### src/logic/muscle_pkg.sv
`default_nettype none

package muscle_pkg;

    //////////////////////////////
    // fixed-point types
    //////////////////////////////

    // signed Q16.16 value
    typedef logic signed [31:0] q16_t;
    // unsigned spike count per step
    typedef logic [15:0] spike_t;

    localparam int Q_FRAC = 16;

    // muscle rest length, 1.0
    localparam q16_t REST_LENGTH = 32'sh0001_0000;

    // force rate constants
    // kse*kpe/b = 204.0
    localparam q16_t K_LENGTH = 32'sh00CC_0000;
    // kse = 136.0
    localparam q16_t K_VEL    = 32'sh0088_0000;
    // kse/b*(1+kpe/kse) ~ 4.22
    localparam q16_t K_FORCE  = 32'sh0004_3852;
    // activation gain ~ 2.72
    localparam q16_t K_ACT    = 32'sh0002_B852;

    // force-length breakpoints 0.5, 1.0 and 2.0
    localparam q16_t W_BP_LOW  = 32'sh0000_8000;
    localparam q16_t W_BP_MID  = 32'sh0001_0000;
    localparam q16_t W_BP_HIGH = 32'sh0002_0000;
    // polynomial coefficients -4, 8, -3 and 2
    localparam q16_t W_NEG4  = 32'shFFFC_0000;
    localparam q16_t W_EIGHT = 32'sh0008_0000;
    localparam q16_t W_NEG3  = 32'shFFFD_0000;
    localparam q16_t W_TWO   = 32'sh0002_0000;

    //////////////////////////////
    // shared structs
    //////////////////////////////

    // h = b1*x1 + c1*h1 - c2*h2
    typedef struct packed {
        q16_t b1;
        q16_t c1;
        q16_t c2;
    } twitch_coef_t;

    // muscle length and lengthening velocity
    typedef struct packed {
        q16_t pos;
        q16_t vel;
    } limb_t;

    // one enable per pipeline stage, integ drives the force update
    typedef struct packed {
        logic twitch;
        logic weight;
        logic integ;
    } stage_en_t;

    // full 64 bit product, arithmetic shift floors toward minus infinity
    function automatic q16_t q_mul(input q16_t a, input q16_t b);
        logic signed [63:0] prod;
        logic signed [63:0] shifted;
        prod = 64'(a) * 64'(b);
        shifted = prod >>> Q_FRAC;
        return shifted[31:0];
    endfunction

endpackage

`default_nettype wire

### src/logic/muscle_ctrl.sv
`default_nettype none

module muscle_ctrl (
    input  wire                      clk,
    input  wire                      reset,
    input  wire                      step_i,
    input  muscle_pkg::limb_t        limb_i,
    input  wire                      cfg_load_i,
    input  muscle_pkg::q16_t         cfg_decay_i,
    input  muscle_pkg::q16_t         cfg_gain_i,
    output muscle_pkg::twitch_coef_t coef_o,
    output muscle_pkg::stage_en_t    stage_en_o,
    output muscle_pkg::limb_t        weight_limb_o,
    output muscle_pkg::limb_t        force_limb_o,
    output logic                     force_valid_o
);

    //////////////////////////////
    // twitch coefficients
    //////////////////////////////

    // b1 = gain*a, c1 = 2a, c2 = a*a
    // zero after reset so the filter stays silent until software loads
    always_ff @(posedge clk or posedge reset) begin
        if (reset) begin
            coef_o <= '0;
        end else if (cfg_load_i) begin
            coef_o.b1 <= muscle_pkg::q_mul(cfg_gain_i, cfg_decay_i);
            coef_o.c1 <= cfg_decay_i + cfg_decay_i;
            coef_o.c2 <= muscle_pkg::q_mul(cfg_decay_i, cfg_decay_i);
        end
    end

    //////////////////////////////
    // step sequencing
    //////////////////////////////

    // step_i itself is stage 0 of the chain
    // bit 1 weight, bit 2 force, bit 3 result valid
    logic [3:1] step_dly;

    always_ff @(posedge clk or posedge reset) begin
        if (reset) begin
            step_dly <= '0;
        end else begin
            step_dly <= {step_dly[2:1], step_i};
        end
    end

    always_comb begin
        stage_en_o.twitch = step_i;
        stage_en_o.weight = step_dly[1];
        stage_en_o.integ  = step_dly[2];
    end

    assign force_valid_o = step_dly[3];

    // limb travels with its step, one register per stage
    // each register only moves when its own step does
    always_ff @(posedge clk) begin
        if (step_i) begin
            weight_limb_o <= limb_i;
        end
        if (step_dly[1]) begin
            force_limb_o <= weight_limb_o;
        end
    end

endmodule

`default_nettype wire

### config.mk
export PLATFORM = sky130hd
export DESIGN_NAME = muscle_ctrl
export DESIGN_NICKNAME = d
export VERILOG_FILES = /design/src/logic/muscle_pkg.sv /design/src/logic/muscle_ctrl.sv
export SDC_FILE = /design/constraint.sdc
export NUM_CORES = 2
export LEC_CHECK = 0
export ABC_CLOCK_PERIOD_IN_PS = 4400
export BUFFER_PORTS_ARGS = -buffer_cell sky130_fd_sc_hd__buf_2
export CAP_MARGIN = 20
export CORE_MARGIN = 8
export CORE_UTILIZATION = 50
export DETAILED_ROUTE_END_ITERATION = 10
export GPL_TIMING_DRIVEN = 0
export PLACE_DENSITY_LB_ADDON = 0.25
export SYNTH_ARGS = -nofsm -noshare
export SYNTH_HDL_FRONTEND = slang
export SYNTH_SLANG_ARGS = --single-unit
### constraint.sdc
create_clock -name clk -period 4.4 [get_ports clk]
set_clock_uncertainty 0.2 [all_clocks]
set_input_delay 0.44 -clock clk [delete_from_list [all_inputs] [get_ports clk]]
set_output_delay 0.44 -clock clk [all_outputs]
set_load 0.005 [all_outputs]
; ---- After elaboration in Yosys (flattened, before gate mapping)
; Cells that the tools add are included.
[classes]
n_mul = 2
addsub = 1
[op_table]
columns = op, n
row1 = multiplier 32 x 32 -> 48 bit, 2
row2 = adder 32 bit, 1
[totals]
regBits = 227
input_bits = 132
out_inout_bits = 228
word_cells = 11

; ---- Longest topological paths before layout
[logic_depth]
depth_word = 1
depth_mapped = 31
ltp_nobuf = 29

; ---- Least setup slack after synthesis
; No wires, ideal clock.
[synth_path]
path_kind = input to register
from = input port cfg_decay_i[8]
to = register coef_o[89] (netlist bit)
cell_stages = 27
setup_ns = 0.125
path_buffers = 2
required_time_ns = 4.075
arrival_time_ns = 7.352
setup_slack_ns = -3.276
path_cell_list = clkbuf_1 -> clkbuf_1 -> nand2_1 -> fa_1 -> inv_1 -> fa_1 -> fa_1 -> inv_1 -> fa_1 -> inv_1 -> fa_1 -> inv_1 -> fa_1 -> inv_1 -> fa_1 -> fa_1 -> ha_1 -> and3_4 -> and4_4 -> a221oi_2 -> o31a_2 -> nor3_2 -> or2_4 -> o41ai_4 -> o21ai_1 -> xor2_1 -> mux2_2
[synth_between]
elab_chain_cells = 1
[synth_lines]
columns = item, line_no
row1 = start: declaration, muscle_ctrl.sv:9  ; input muscle_pkg::q16_t cfg_decay_i,
row2 = multiplier 32 x 32 -> 48 bit, muscle_pkg.sv:67  ; prod = 64'(a) * 64'(b);
row3 = end: declaration, muscle_ctrl.sv:11  ; output muscle_pkg::twitch_coef_t coef_o,
; Every way passes these cells.
; A chain may end at the register's enable or synchronous reset.

; ---- Worst setup path in the final report
[layout_path]
from = input port cfg_decay_i[10]
to = register coef_o[31] (netlist bit)
; Same word-level chain as after synthesis.

==> reports/results.txt <==
cell area after synthesis = 0.0610 mm^2
RSZ-0062 raised after global routing = true
violated checks = setup timing
share of cells above drive strength 1 = 0.212
Clock Pin Slew Worst Setup and Hold Paths = 0.06 ns
status = finished with violations
Tmin final = 7.32 ns
pin count of the biggest net entering global routing = 67
CP endpoint kind = flop
initial antenna violation count = 52
Top FF cell, synth = edfxtp_1
critical path class = in -> reg
worst reg-to-reg path cell count = 0
final WL = 252 mm
R2R Path Start = step_dly[1]$_DFF_PP0_
Syn. warnings = 0
router iterations before antenna repair = 6
Clk Latency, worst-skew pair = 0.61 ns
M3 GR Usage = 0.131
sequential cell area = 0.00630 mm^2
Seq/Total Area, Yosys = 0.103
max_cap viols = 0
GRT Total Usage = 0.378
GPL Wtd Cong = 1.06
most frequent CP cell = fa_1
Worst path depth = 25
Critical path origin = cfg_decay_i[10]
critical path fanouts, max = 9
first-pass GRT wire length = 353 mm
vias per std cell = 5.64
I/O pins = 360
Final HPWL DP = 197 mm
met2 usage = 0.564
critical path's slowest cell = fa_1
DR iter-0 viols = 4908
worst min path class = in -> reg
Hold Slack = 0.0304 ns
CP Launch Type = input pin
htree depth = 1
final setup fails = 64
WP buf/inv = 7
Fillers = 10300
CTS sink count = 226
final hold violations = 0
Mapped Avg Cell Area = 10.1 um^2
Starting Density = 0.503
Die Y = 365 um
vias in the first global route = 51000
TritonCTS clock tree = yes
clk buf depth = 3
vias = 47600
CTS Root Cell = clkbuf_16
CP max stage delay = 0.54 ns
post-synth top area share = 0.529
CP required = 4.70 ns
IO Port Bufs = 347
Top Usage Layer GRT = met2
chip width = 365 um
crit path capture = coef_o[31]$_DFFE_PP0P_
nets = 8810
met1 Use GR = 0.460
Congestion Overflow GR = 0
TritonCTS buffer count = 28
Worst Tran Pin Value = 1.02 ns
worst reg2reg path endpoint = force_limb_o[9]$_DFFE_PP_
Post-synth EDFFs = 128
Post-route DRC = 0
P&R area growth vs syn = 22.2%
crit path DAT = 7.62 ns
Mapped Cells = 6038
largest area contributor in the netlist = fa_1
Yosys cell types = 73
asr flop ratio synth = 0.434
Avg WL per Cell = 29.8 um
Syn Nets = 8111
footprint of the multi-input gates = 0.0493 mm^2
post-route ant nets = 0
FF+latch count, synth = 226
Final TNS setup = -155.49 ns
worst setup margin = -2.92 ns
Rows = 128
DIE AREA = 0.133 mm^2
core footprint = 0.121 mm^2
fin crit share = 1.66
Fmax = 0.137 GHz
top cells by area, synth = fa_1 (53%), inv_1 (10%), ha_1 (6.8%), edfxtp_1 (6.3%), and2_1 (6.1%)
worst reg2reg setup slack = 2.77 ns
Relative slew margins = 0.317
fin. max-slew vios = 0
kind of cell adding the most delay to the critical path = adder cells
==> cell usage after synthesis (3+ instances only) <==
cell / n
ha_1: 330
xnor2_1: 110
edfxtp_1: 128
a21o_1: 32
o21ai_0: 29
xor2_1: 30
nand4_1: 14
and2_1: 590
o21bai_1: 13
nand3_1: 12
a41oi_1: 4
o21a_1: 5
clkbuf_1: 285
fa_1: 1611
a31oi_1: 5
a211oi_1: 3
or2_2: 5
dfrtp_1: 98
buf_1: 5
mux2_2: 85
o21ai_1: 11
nor2b_1: 32
a21oi_1: 62
nor3_1: 8
nor2_1: 64
a41o_1: 3
a2111oi_4: 3
nand2_1: 728
and3_1: 6
inv_1: 1654
nand2b_1: 17
==> flip-flops by register name (all words and copies together), names as in the netlist <==
name and flops:
force_limb_o 64, coef_o 95, weight_limb_o 64, step_dly 3
==> how the worst min path moves through the flow <==
stage               slack (ns)                      to                   from  cells after the start
floorplan                 0.18   step_dly[3]$_DFF_PP0_  step_dly[2]$_DFF_PP0_                      0
global placement          0.16   step_dly[3]$_DFF_PP0_  step_dly[2]$_DFF_PP0_                      0
detailed placement        0.17   step_dly[3]$_DFF_PP0_  step_dly[2]$_DFF_PP0_                      0
CTS                      0.006  coef_o[63]$_DFFE_PP0P_        cfg_decay_i[30]                      3
global route              0.04  coef_o[40]$_DFFE_PP0P_         cfg_decay_i[7]                      3
finish                    0.03  coef_o[40]$_DFFE_PP0P_         cfg_decay_i[7]                      3
==> layer usage <==
layer	share of wire	wire length, um
met3	0.13	31600
met4	0.091	22800
met5	0.0024	613
met1	0.35	87100
met2	0.43	109000
==> cell families (layout without fill, tap and decap cells) <==
family	count (synthesis)	in the layout	share of synthesized area
fa+ha+maj	1941	1941	0.596
flops	226	226	0.103
compound gates	201	201	0.0235
other cells	1	57	0.0000615
xor+xnor	140	140	0.0201
buf+inv	1951	2672	0.120
simple gates	1492	1492	0.121
mux	86	86	0.0159
==> cell type report <==
type,instances,share of cell area
diodes,56,0.00188
plain buffers,288,0.0579
clock buffers,35,0.00988
clock inverters,17,0.00270
inverters,1658,0.0841
multi-input cells,3861,0.662
flip-flops and latches,226,0.0845
well taps,1625,0.0273
repair buffers,674,0.0702
==> what timing repair did <==
item,4_1_cts,5_1_grt
setup buffers,143,92
cloned,2,6
pin swaps,122,196
hold buffers,71,0
endpoints found under the hold margin,107,0
setup endpoints to repair,64,64
resized for setup,681,325
==> layout by cell type (no fill, tap or decap), drive strengths merged, types with 10 or more instances in the layout <==
master	synthesis	final
a21o	32	32
a21oi	63	63
and2	590	590
buf	8	652
clkbuf	285	274
clkinv	2	14
dfrtp	98	98
diode	0	56
dlygate4sd3	0	71
edfxtp	128	128
fa	1611	1611
ha	330	330
inv	1656	1650
mux2	85	85
nand2	728	728
nand2b	17	17
nand3	12	12
nand4	14	14
nor2	64	64
nor2b	33	33
nor3	10	10
o21ai	40	40
o21bai	15	15
xnor2	110	110
xor2	30	30
==> metrics by stage <==
stage	instances	utilization	cell area (um^2)	setup slack [ns]
2_1_floorplan	6038	-	62700	-2.80
3_3_place_gp	8010	0.547	66400	-4.93
3_5_place_dp	8028	0.550	66700	-4.94
4_1_cts	8290	0.598	72600	-2.86
5_1_grt	8395	0.613	74500	-3.07
6_report	8440	0.614	74600	-2.92
Power is left out: the tool's default activity adds up to more than one toggle a clock period on the data nets, which glitch-free logic cannot reach.
