`src/logic/muscle_pkg.sv`:
```
`default_nettype none

package muscle_pkg;

    //////////////////////////////
    // fixed-point types
    //////////////////////////////

    // signed Q16.16 value
    typedef logic signed [31:0] q16_t;
    // unsigned spike count per step
    typedef logic [15:0] spike_t;

    localparam int Q_FRAC = 16;

    // muscle rest length, 1.0
    localparam q16_t REST_LENGTH = 32'sh0001_0000;

    // force rate constants
    // kse*kpe/b = 204.0
    localparam q16_t K_LENGTH = 32'sh00CC_0000;
    // kse = 136.0
    localparam q16_t K_VEL    = 32'sh0088_0000;
    // kse/b*(1+kpe/kse) ~ 4.22
    localparam q16_t K_FORCE  = 32'sh0004_3852;
    // activation gain ~ 2.72
    localparam q16_t K_ACT    = 32'sh0002_B852;

    // force-length breakpoints 0.5, 1.0 and 2.0
    localparam q16_t W_BP_LOW  = 32'sh0000_8000;
    localparam q16_t W_BP_MID  = 32'sh0001_0000;
    localparam q16_t W_BP_HIGH = 32'sh0002_0000;
    // polynomial coefficients -4, 8, -3 and 2
    localparam q16_t W_NEG4  = 32'shFFFC_0000;
    localparam q16_t W_EIGHT = 32'sh0008_0000;
    localparam q16_t W_NEG3  = 32'shFFFD_0000;
    localparam q16_t W_TWO   = 32'sh0002_0000;

    //////////////////////////////
    // shared structs
    //////////////////////////////

    // h = b1*x1 + c1*h1 - c2*h2
    typedef struct packed {
        q16_t b1;
        q16_t c1;
        q16_t c2;
    } twitch_coef_t;

    // muscle length and lengthening velocity
    typedef struct packed {
        q16_t pos;
        q16_t vel;
    } limb_t;

    // one enable per pipeline stage, integ drives the force update
    typedef struct packed {
        logic twitch;
        logic weight;
        logic integ;
    } stage_en_t;

    // full 64 bit product, arithmetic shift floors toward minus infinity
    function automatic q16_t q_mul(input q16_t a, input q16_t b);
        logic signed [63:0] prod;
        logic signed [63:0] shifted;
        prod = 64'(a) * 64'(b);
        shifted = prod >>> Q_FRAC;
        return shifted[31:0];
    endfunction

endpackage

`default_nettype wire

```
`src/logic/force_integrator.sv`:
```
`default_nettype none

module force_integrator #(
    parameter int DT_SHIFT = 10
) (
    input  wire               clk,
    input  wire               reset,
    input  wire               en_i,
    input  muscle_pkg::limb_t limb_i,
    input  muscle_pkg::q16_t  activation_i,
    output muscle_pkg::q16_t  force_o,
    output muscle_pkg::q16_t  activation_o
);

    muscle_pkg::q16_t stretch;
    muscle_pkg::q16_t len_term;
    muscle_pkg::q16_t vel_term;
    muscle_pkg::q16_t decay_term;
    muscle_pkg::q16_t act_term;
    muscle_pkg::q16_t d_force;

    //////////////////////////////
    // force rate
    //////////////////////////////

    // dT = 204*(x-x0) + 136*v - 4.22*T + 2.72*A
    always_comb begin
        stretch = limb_i.pos - muscle_pkg::REST_LENGTH;
        // passive spring only pulls once stretched past rest
        if (stretch[31]) begin
            len_term = '0;
        end else begin
            len_term = muscle_pkg::q_mul(muscle_pkg::K_LENGTH, stretch);
        end
        vel_term   = muscle_pkg::q_mul(muscle_pkg::K_VEL, limb_i.vel);
        decay_term = muscle_pkg::q_mul(muscle_pkg::K_FORCE, force_o);
        act_term   = muscle_pkg::q_mul(muscle_pkg::K_ACT, activation_i);
        d_force    = len_term + vel_term - decay_term + act_term;
    end

    //////////////////////////////
    // forward euler step
    //////////////////////////////

    // dt = 2^-DT_SHIFT, so the step is a plain arithmetic shift
    // activation is latched with T so both describe the same step
    always_ff @(posedge clk or posedge reset) begin
        if (reset) begin
            force_o      <= '0;
            activation_o <= '0;
        end else if (en_i) begin
            force_o      <= force_o + (d_force >>> DT_SHIFT);
            activation_o <= activation_i;
        end
    end

endmodule

`default_nettype wire

```
`config.mk`:
```
export PLATFORM = sky130hd
export DESIGN_NAME = force_integrator
export DESIGN_NICKNAME = d
export VERILOG_FILES = /design/src/logic/muscle_pkg.sv /design/src/logic/force_integrator.sv
export SDC_FILE = /design/constraint.sdc
export NUM_CORES = 2
export LEC_CHECK = 0
export BUFFER_PORTS_ARGS = -buffer_cell sky130_fd_sc_hd__buf_4
export CELL_PAD_IN_SITES_DETAIL_PLACEMENT = 1
export CELL_PAD_IN_SITES_GLOBAL_PLACEMENT = 2
export CORE_ASPECT_RATIO = 1.75
export CORE_UTILIZATION = 45
export DETAILED_ROUTE_END_ITERATION = 6
export PLACE_DENSITY_LB_ADDON = 0.1
export REMOVE_ABC_BUFFERS = 1
export SLEW_MARGIN = 20
export SYNTH_ARGS = -nofsm -noshare
export SYNTH_HDL_FRONTEND = slang
export SYNTH_SLANG_ARGS = --single-unit
```
`constraint.sdc`:
```
create_clock -name clk -period 17.25 [get_ports clk]
set_clock_uncertainty 0.05 [all_clocks]
set_input_delay 0 -clock clk [delete_from_list [all_inputs] [get_ports clk]]
set_output_delay 0 -clock clk [all_outputs]
set_load 0.03 [all_outputs]
```
---- Word level (Yosys, flattened, before mapping) ----
Cells that the tools add are included.
Widths: inputs -> output; s select.
word-level totals
  output and inout bits ................... 64
  register bits after elaboration ......... 64
  input bits .............................. 99
  word-level logic and storage cells ...... 12
operators by class
  muxes and demuxes ....................... 1
  add/subtract/negate cells ............... 5
  $mul .................................... 4
operator list
  kind                    number
  $add 32x32->32          2
  $mul 18x32->47 const A  1
  $mul 19x32->47 const A  1
  $add 32x22->32          1
  $mul 6x32->29 const A   1
  $mul 7x32->30 const A   1
  $mux 32                 1
  $sub 32x18->32 const B  1
  $sub 32x32->32          1

---- Longest topological paths before layout ----
  depth in word-level cells ............... 7
  gate-level depth with buffers ........... 55
  mapped depth without buffers ............ 55

---- Worst setup path after synthesis ----
Ideal clock, no wire load.
  path kind ............................... reg2reg
  start ................................... register force_o[1]
  end ..................................... register force_o[31]
  buffers on the path ..................... 0
  cell stages (with the launch flop) ...... 54
  data required time ...................... 17.039 ns
  clock period less this slack ............ 11.698 ns
  library setup time ...................... 0.161 ns
  arrival ................................. 11.488 ns
  path slack .............................. 5.552 ns
  cell sequence ........................... dfrtp_1 inv_1 fa_1 inv_1 ha_1 ha_1 fa_1 fa_1 inv_1 fa_1 inv_1 ha_1 a222oi_1 and3_2 a221oi_4 a31o_2 a21oi_1 o21bai_1 [18 not listed] o41ai_2 o2111ai_2 xnor3_1 xnor3_2 ha_1 nand2_1 nor2_1 a21oi_1 o31ai_1 nor4_1 nor3_1 a41o_1 o21ai_0 or2b_1 a21oi_1 xnor2_1 nand2_1 xnor2_1
on the way
  cells in the longest elaborated chain, start to end .. 4
RTL lines
  element                 RTL line                text
  start, declared         force_integrator.sv:11  output muscle_pkg::q16_t force_o,
  start signal, assigned  force_integrator.sv:52  force_o <= force_o + (d_force >>> DT_SHIFT);
  $mul 19x32->47          muscle_pkg.sv:67        prod = 64'(a) * 64'(b);
  $sub 32x32->32          force_integrator.sv:38  d_force = len_term + vel_term - decay_term + act_term;
  $add 32x32->32          force_integrator.sv:38
  $add 32x22->32 (*)      force_integrator.sv:52
Every way passes the cells marked *; elsewhere a longest branch is shown, timed or not.
A chain may end at the register's enable or synchronous reset.

---- Worst setup path in the final report ----
Same ends and word-level chain as after synthesis.

==> results.txt <==
RSZ-0062 raised after global routing: false
Pins Over Slew Limit: 0
Largest family of logic cells by synthesized area: adder cells
Worst R2R Start: force_o[1]$_DFFE_PP0P_
Worst-margin pin slew: 1000 ps
Boundary pin count: 163
Placement Rows: 119
Critical path startpoint category: flop
Depth of the most critical reg-to-reg path: 52
Initial drt markers: 480
Final antenna-violating net count: 0
Post-synth EDFFs: 0
Async set or reset register ratio after synthesis: 1.00
Worst-path fanout max: 13
Synth Flop Type: dfrtp_1
Outcome: completed
Wl on met1: 26,700 um
First-pass GRT wire length: 127,000 um
Synth Warn #: 0
Sinks on Clock Net: 64
Met3 Routed Length: 992 um
Post-synthesis compound-gate area fraction: 0.0832
Reg clk slew, reported paths: 70 ps
Placed Cells: 3,851
WL per Instance: 20.1 um
Global-route usage over all layers: 0.266
Crit-path most repeated cell: fa_1
Relative slew slack: 0.331
Slowest stage cell, crit path: dfrtp_1
Syn Area/Cell: 9.42 sq um
Die width: 189 um
Critical path origin: force_o[1]$_DFFE_PP0P_
RR Endpoint: force_o[31]$_DFFE_PP0P_
CP peak stage delay: 610 ps
Max Cap Viol: 0
Post-synthesis adder-cell area fraction: 0.603
Total grt overflow: 0
Via/cell ratio: 5.23
Port bufs: 159
Die footprint: 62,100 sq um
Post-CTS setup buffers: 0
Critical path endpoint category: flop
Synth Cell Area: 27,500 sq um
Via count: 20,400
Final Non-Filler Cells: 3,900
Area grow syn2layout: 10.2%
CTS Buf Count: 9
Share of cells above drive strength 1: 0.0797
DP Area: 29,600 sq um
Post-cts resize count: 0
Final net count: 4,270
Residual DRC: 0
DR top layer: met4
First-pass DRT Iterations: 4
FF+latch count, synth: 64
CTS tree: yes
Hold Fails Final Rpt: 0
Final design area excluding fillers: 30,300 sq um
Maximum root-to-sink buffer count: 2
Reg-to-reg setup timing slack: 3990 ps
Distinct cells, synth: 83
Vias in the first global route: 24,200
Hpwl dp: 71,100 um
Simple-gate share of the synthesized area: 0.0699
Met2 routed WL: 45,400 um
Hold Path Class: in2reg
Setup TNS: 0 ps
Setup violators final: 0
Critical Path AT: 13,460 ps
Initial antenna violation count: 1
Worst setup path end: force_o[31]$_DFFE_PP0P_
CTS root buf: clkbuf_16
Tmin final: 13,260 ps
Maximum number of pins on one net before global-route repair: 65
Layout Utilization: 0.502
Highest Clock Rate: 75.4 MHz
Post-Route WL: 78,200 um
Mapped Cells: 2,916
Initial Util: 0.455
Final GP Congestion: 0.907
Mux cell area share after synthesis: 0.0149
CTS Hold Buffers Added: 32
Sequential area share after synthesis: 0.0583
Die Height: 329 um
Synth Area in XOR/XNOR: 0.0546
Core Box Area: 60,300 sq um
Crit path required time: 17,450 ps
Crit Path Category: reg2reg
CTS H-tree depth: 3
Worst skew pair latency: 380 ps
Tcrit/Tclk final: 0.769
layout by cell type (no fill, tap or decap), types with 4 or more instances in the layout:
cell           count
a211oi_1          11
a21o_1            43
a21oi_1           96
a31o_2             4
a31oi_1           10
and2_1            10
and3_1             6
buf_4            163
clkbuf_16          9
dfrtp_1           64
dlygate4sd3_1     32
fa_1             435
ha_1             628
inv_1            827
mux2_2            32
mux2i_1            5
nand2_1          109
nand2b_1          19
nand3_1           30
nand3b_1           5
nand4_1           12
nor2_1           102
nor2b_1           25
nor3_1            33
nor4_1             6
o21a_1            24
o21ai_0           77
o21bai_1          18
o31a_1             5
o31ai_1            6
or2_2              9
or3_1             15
xnor2_1          115
xor2_1            50
synthesized netlist by cell type, types with 3 or more instances:
cell      count  area (sq um)
mux2i_1       5          50.1
clkbuf_1     11          41.3
nor4_1        6          37.5
o31ai_1       6          45.0
o22ai_1       3          18.8
xor2_1       50           438
and3_1        6          37.5
nand2b_1     19           119
a21oi_1      96           480
nor2b_1      25           156
o21ai_0      77           385
o31a_1        5          43.8
inv_1       828          3110
nand4_1      12          75.1
a31oi_1      10          62.6
a21o_1       43           323
ha_1        628          7860
fa_1        435          8710
o21a_1       24           180
nor3_1       33           165
a31o_2        4          35.0
dfrtp_1      64          1600
mux2_2       32           360
or3_1        15          93.8
or2_2         9          56.3
nand3_1      30           150
or4_1         3          22.5
nand2_1     109           409
nor2_1      102           383
and4_1        3          26.3
a211o_1       3          26.3
a21boi_0      3          22.5
and2_1       10          62.6
o21ai_1       3          15.0
o21bai_1     18           135
xnor2_1     116          1020
a211oi_1     11          82.6
nand3b_1      5          37.5
worst min path at each step:
stage                    startpoint                            to  slack (ps)  cells past startpoint
CTS                            en_i        force_o[7]$_DFFE_PP0P_          70                      3
detailed placement  activation_i[2]   activation_o[2]$_DFFE_PP0P_         290                      2
floorplan                      en_i       force_o[19]$_DFFE_PP0P_          30                      1
global route                   en_i        force_o[9]$_DFFE_PP0P_         120                      3
global placement              reset  activation_o[31]$_DFFE_PP0P_         270                      3
finish                         en_i        force_o[9]$_DFFE_PP0P_          90                      3
layout make-up:
| class | instances | area [sq um] |
|---|---|---|
| inverters | 828 | 3110 |
| diodes | 1 | 2.50 |
| clock inverters | 6 | 92.6 |
| flip-flops and latches | 64 | 1600 |
| well taps | 786 | 983 |
| fillers | 6976 | 30000 |
| clock buffers | 10 | 239 |
| multi-input cells | 2010 | 22700 |
| repair buffers | 195 | 1540 |
stage by stage:
| stage | hold WS, ps | worst slack [ps] |
|---|---|---|
| floorplan | 34.7 | 5550 |
| global placement | 271 | 4150 |
| detailed placement | 294 | 3990 |
| CTS | 73.8 | 3930 |
| global route | 118 | 3230 |
| finish | 94.2 | 3990 |
cell families (layout without fill, tap and decap cells):
group | after synthesis | in the layout
mux | 37 | 37
buf+inv | 842 | 1039
other cells | 0 | 1
fa+ha+maj | 1063 | 1063
compound gates | 345 | 345
flops | 64 | 64
xor+xnor | 168 | 168
simple gates | 397 | 397
critical path, delay by kind of cell, from the launching register on:
kind	cells	cell delay [ps]
buffers and inverters	5	380
and+or+nand+nor	12	2010
AOI/OAI and AO/OA	20	4510
xor gates and xnor gates	4	1070
adders and majority gates	11	4490
DFF	1	610
routing by layer:
layer / track usage / up-vias
met2: 0.544 / 291
met3: 0.0143 / 152
met5: 0 / -
li1: - / 9595
met1: 0.255 / 10300
met4: 0.158 / 0
state kept, by name (all words and copies together), names as in the netlist:
register / count
activation_o: 32
force_o: 32
Power is left out: the tool's default activity adds up to more than one toggle a clock period on the data nets, which glitch-free logic cannot reach.
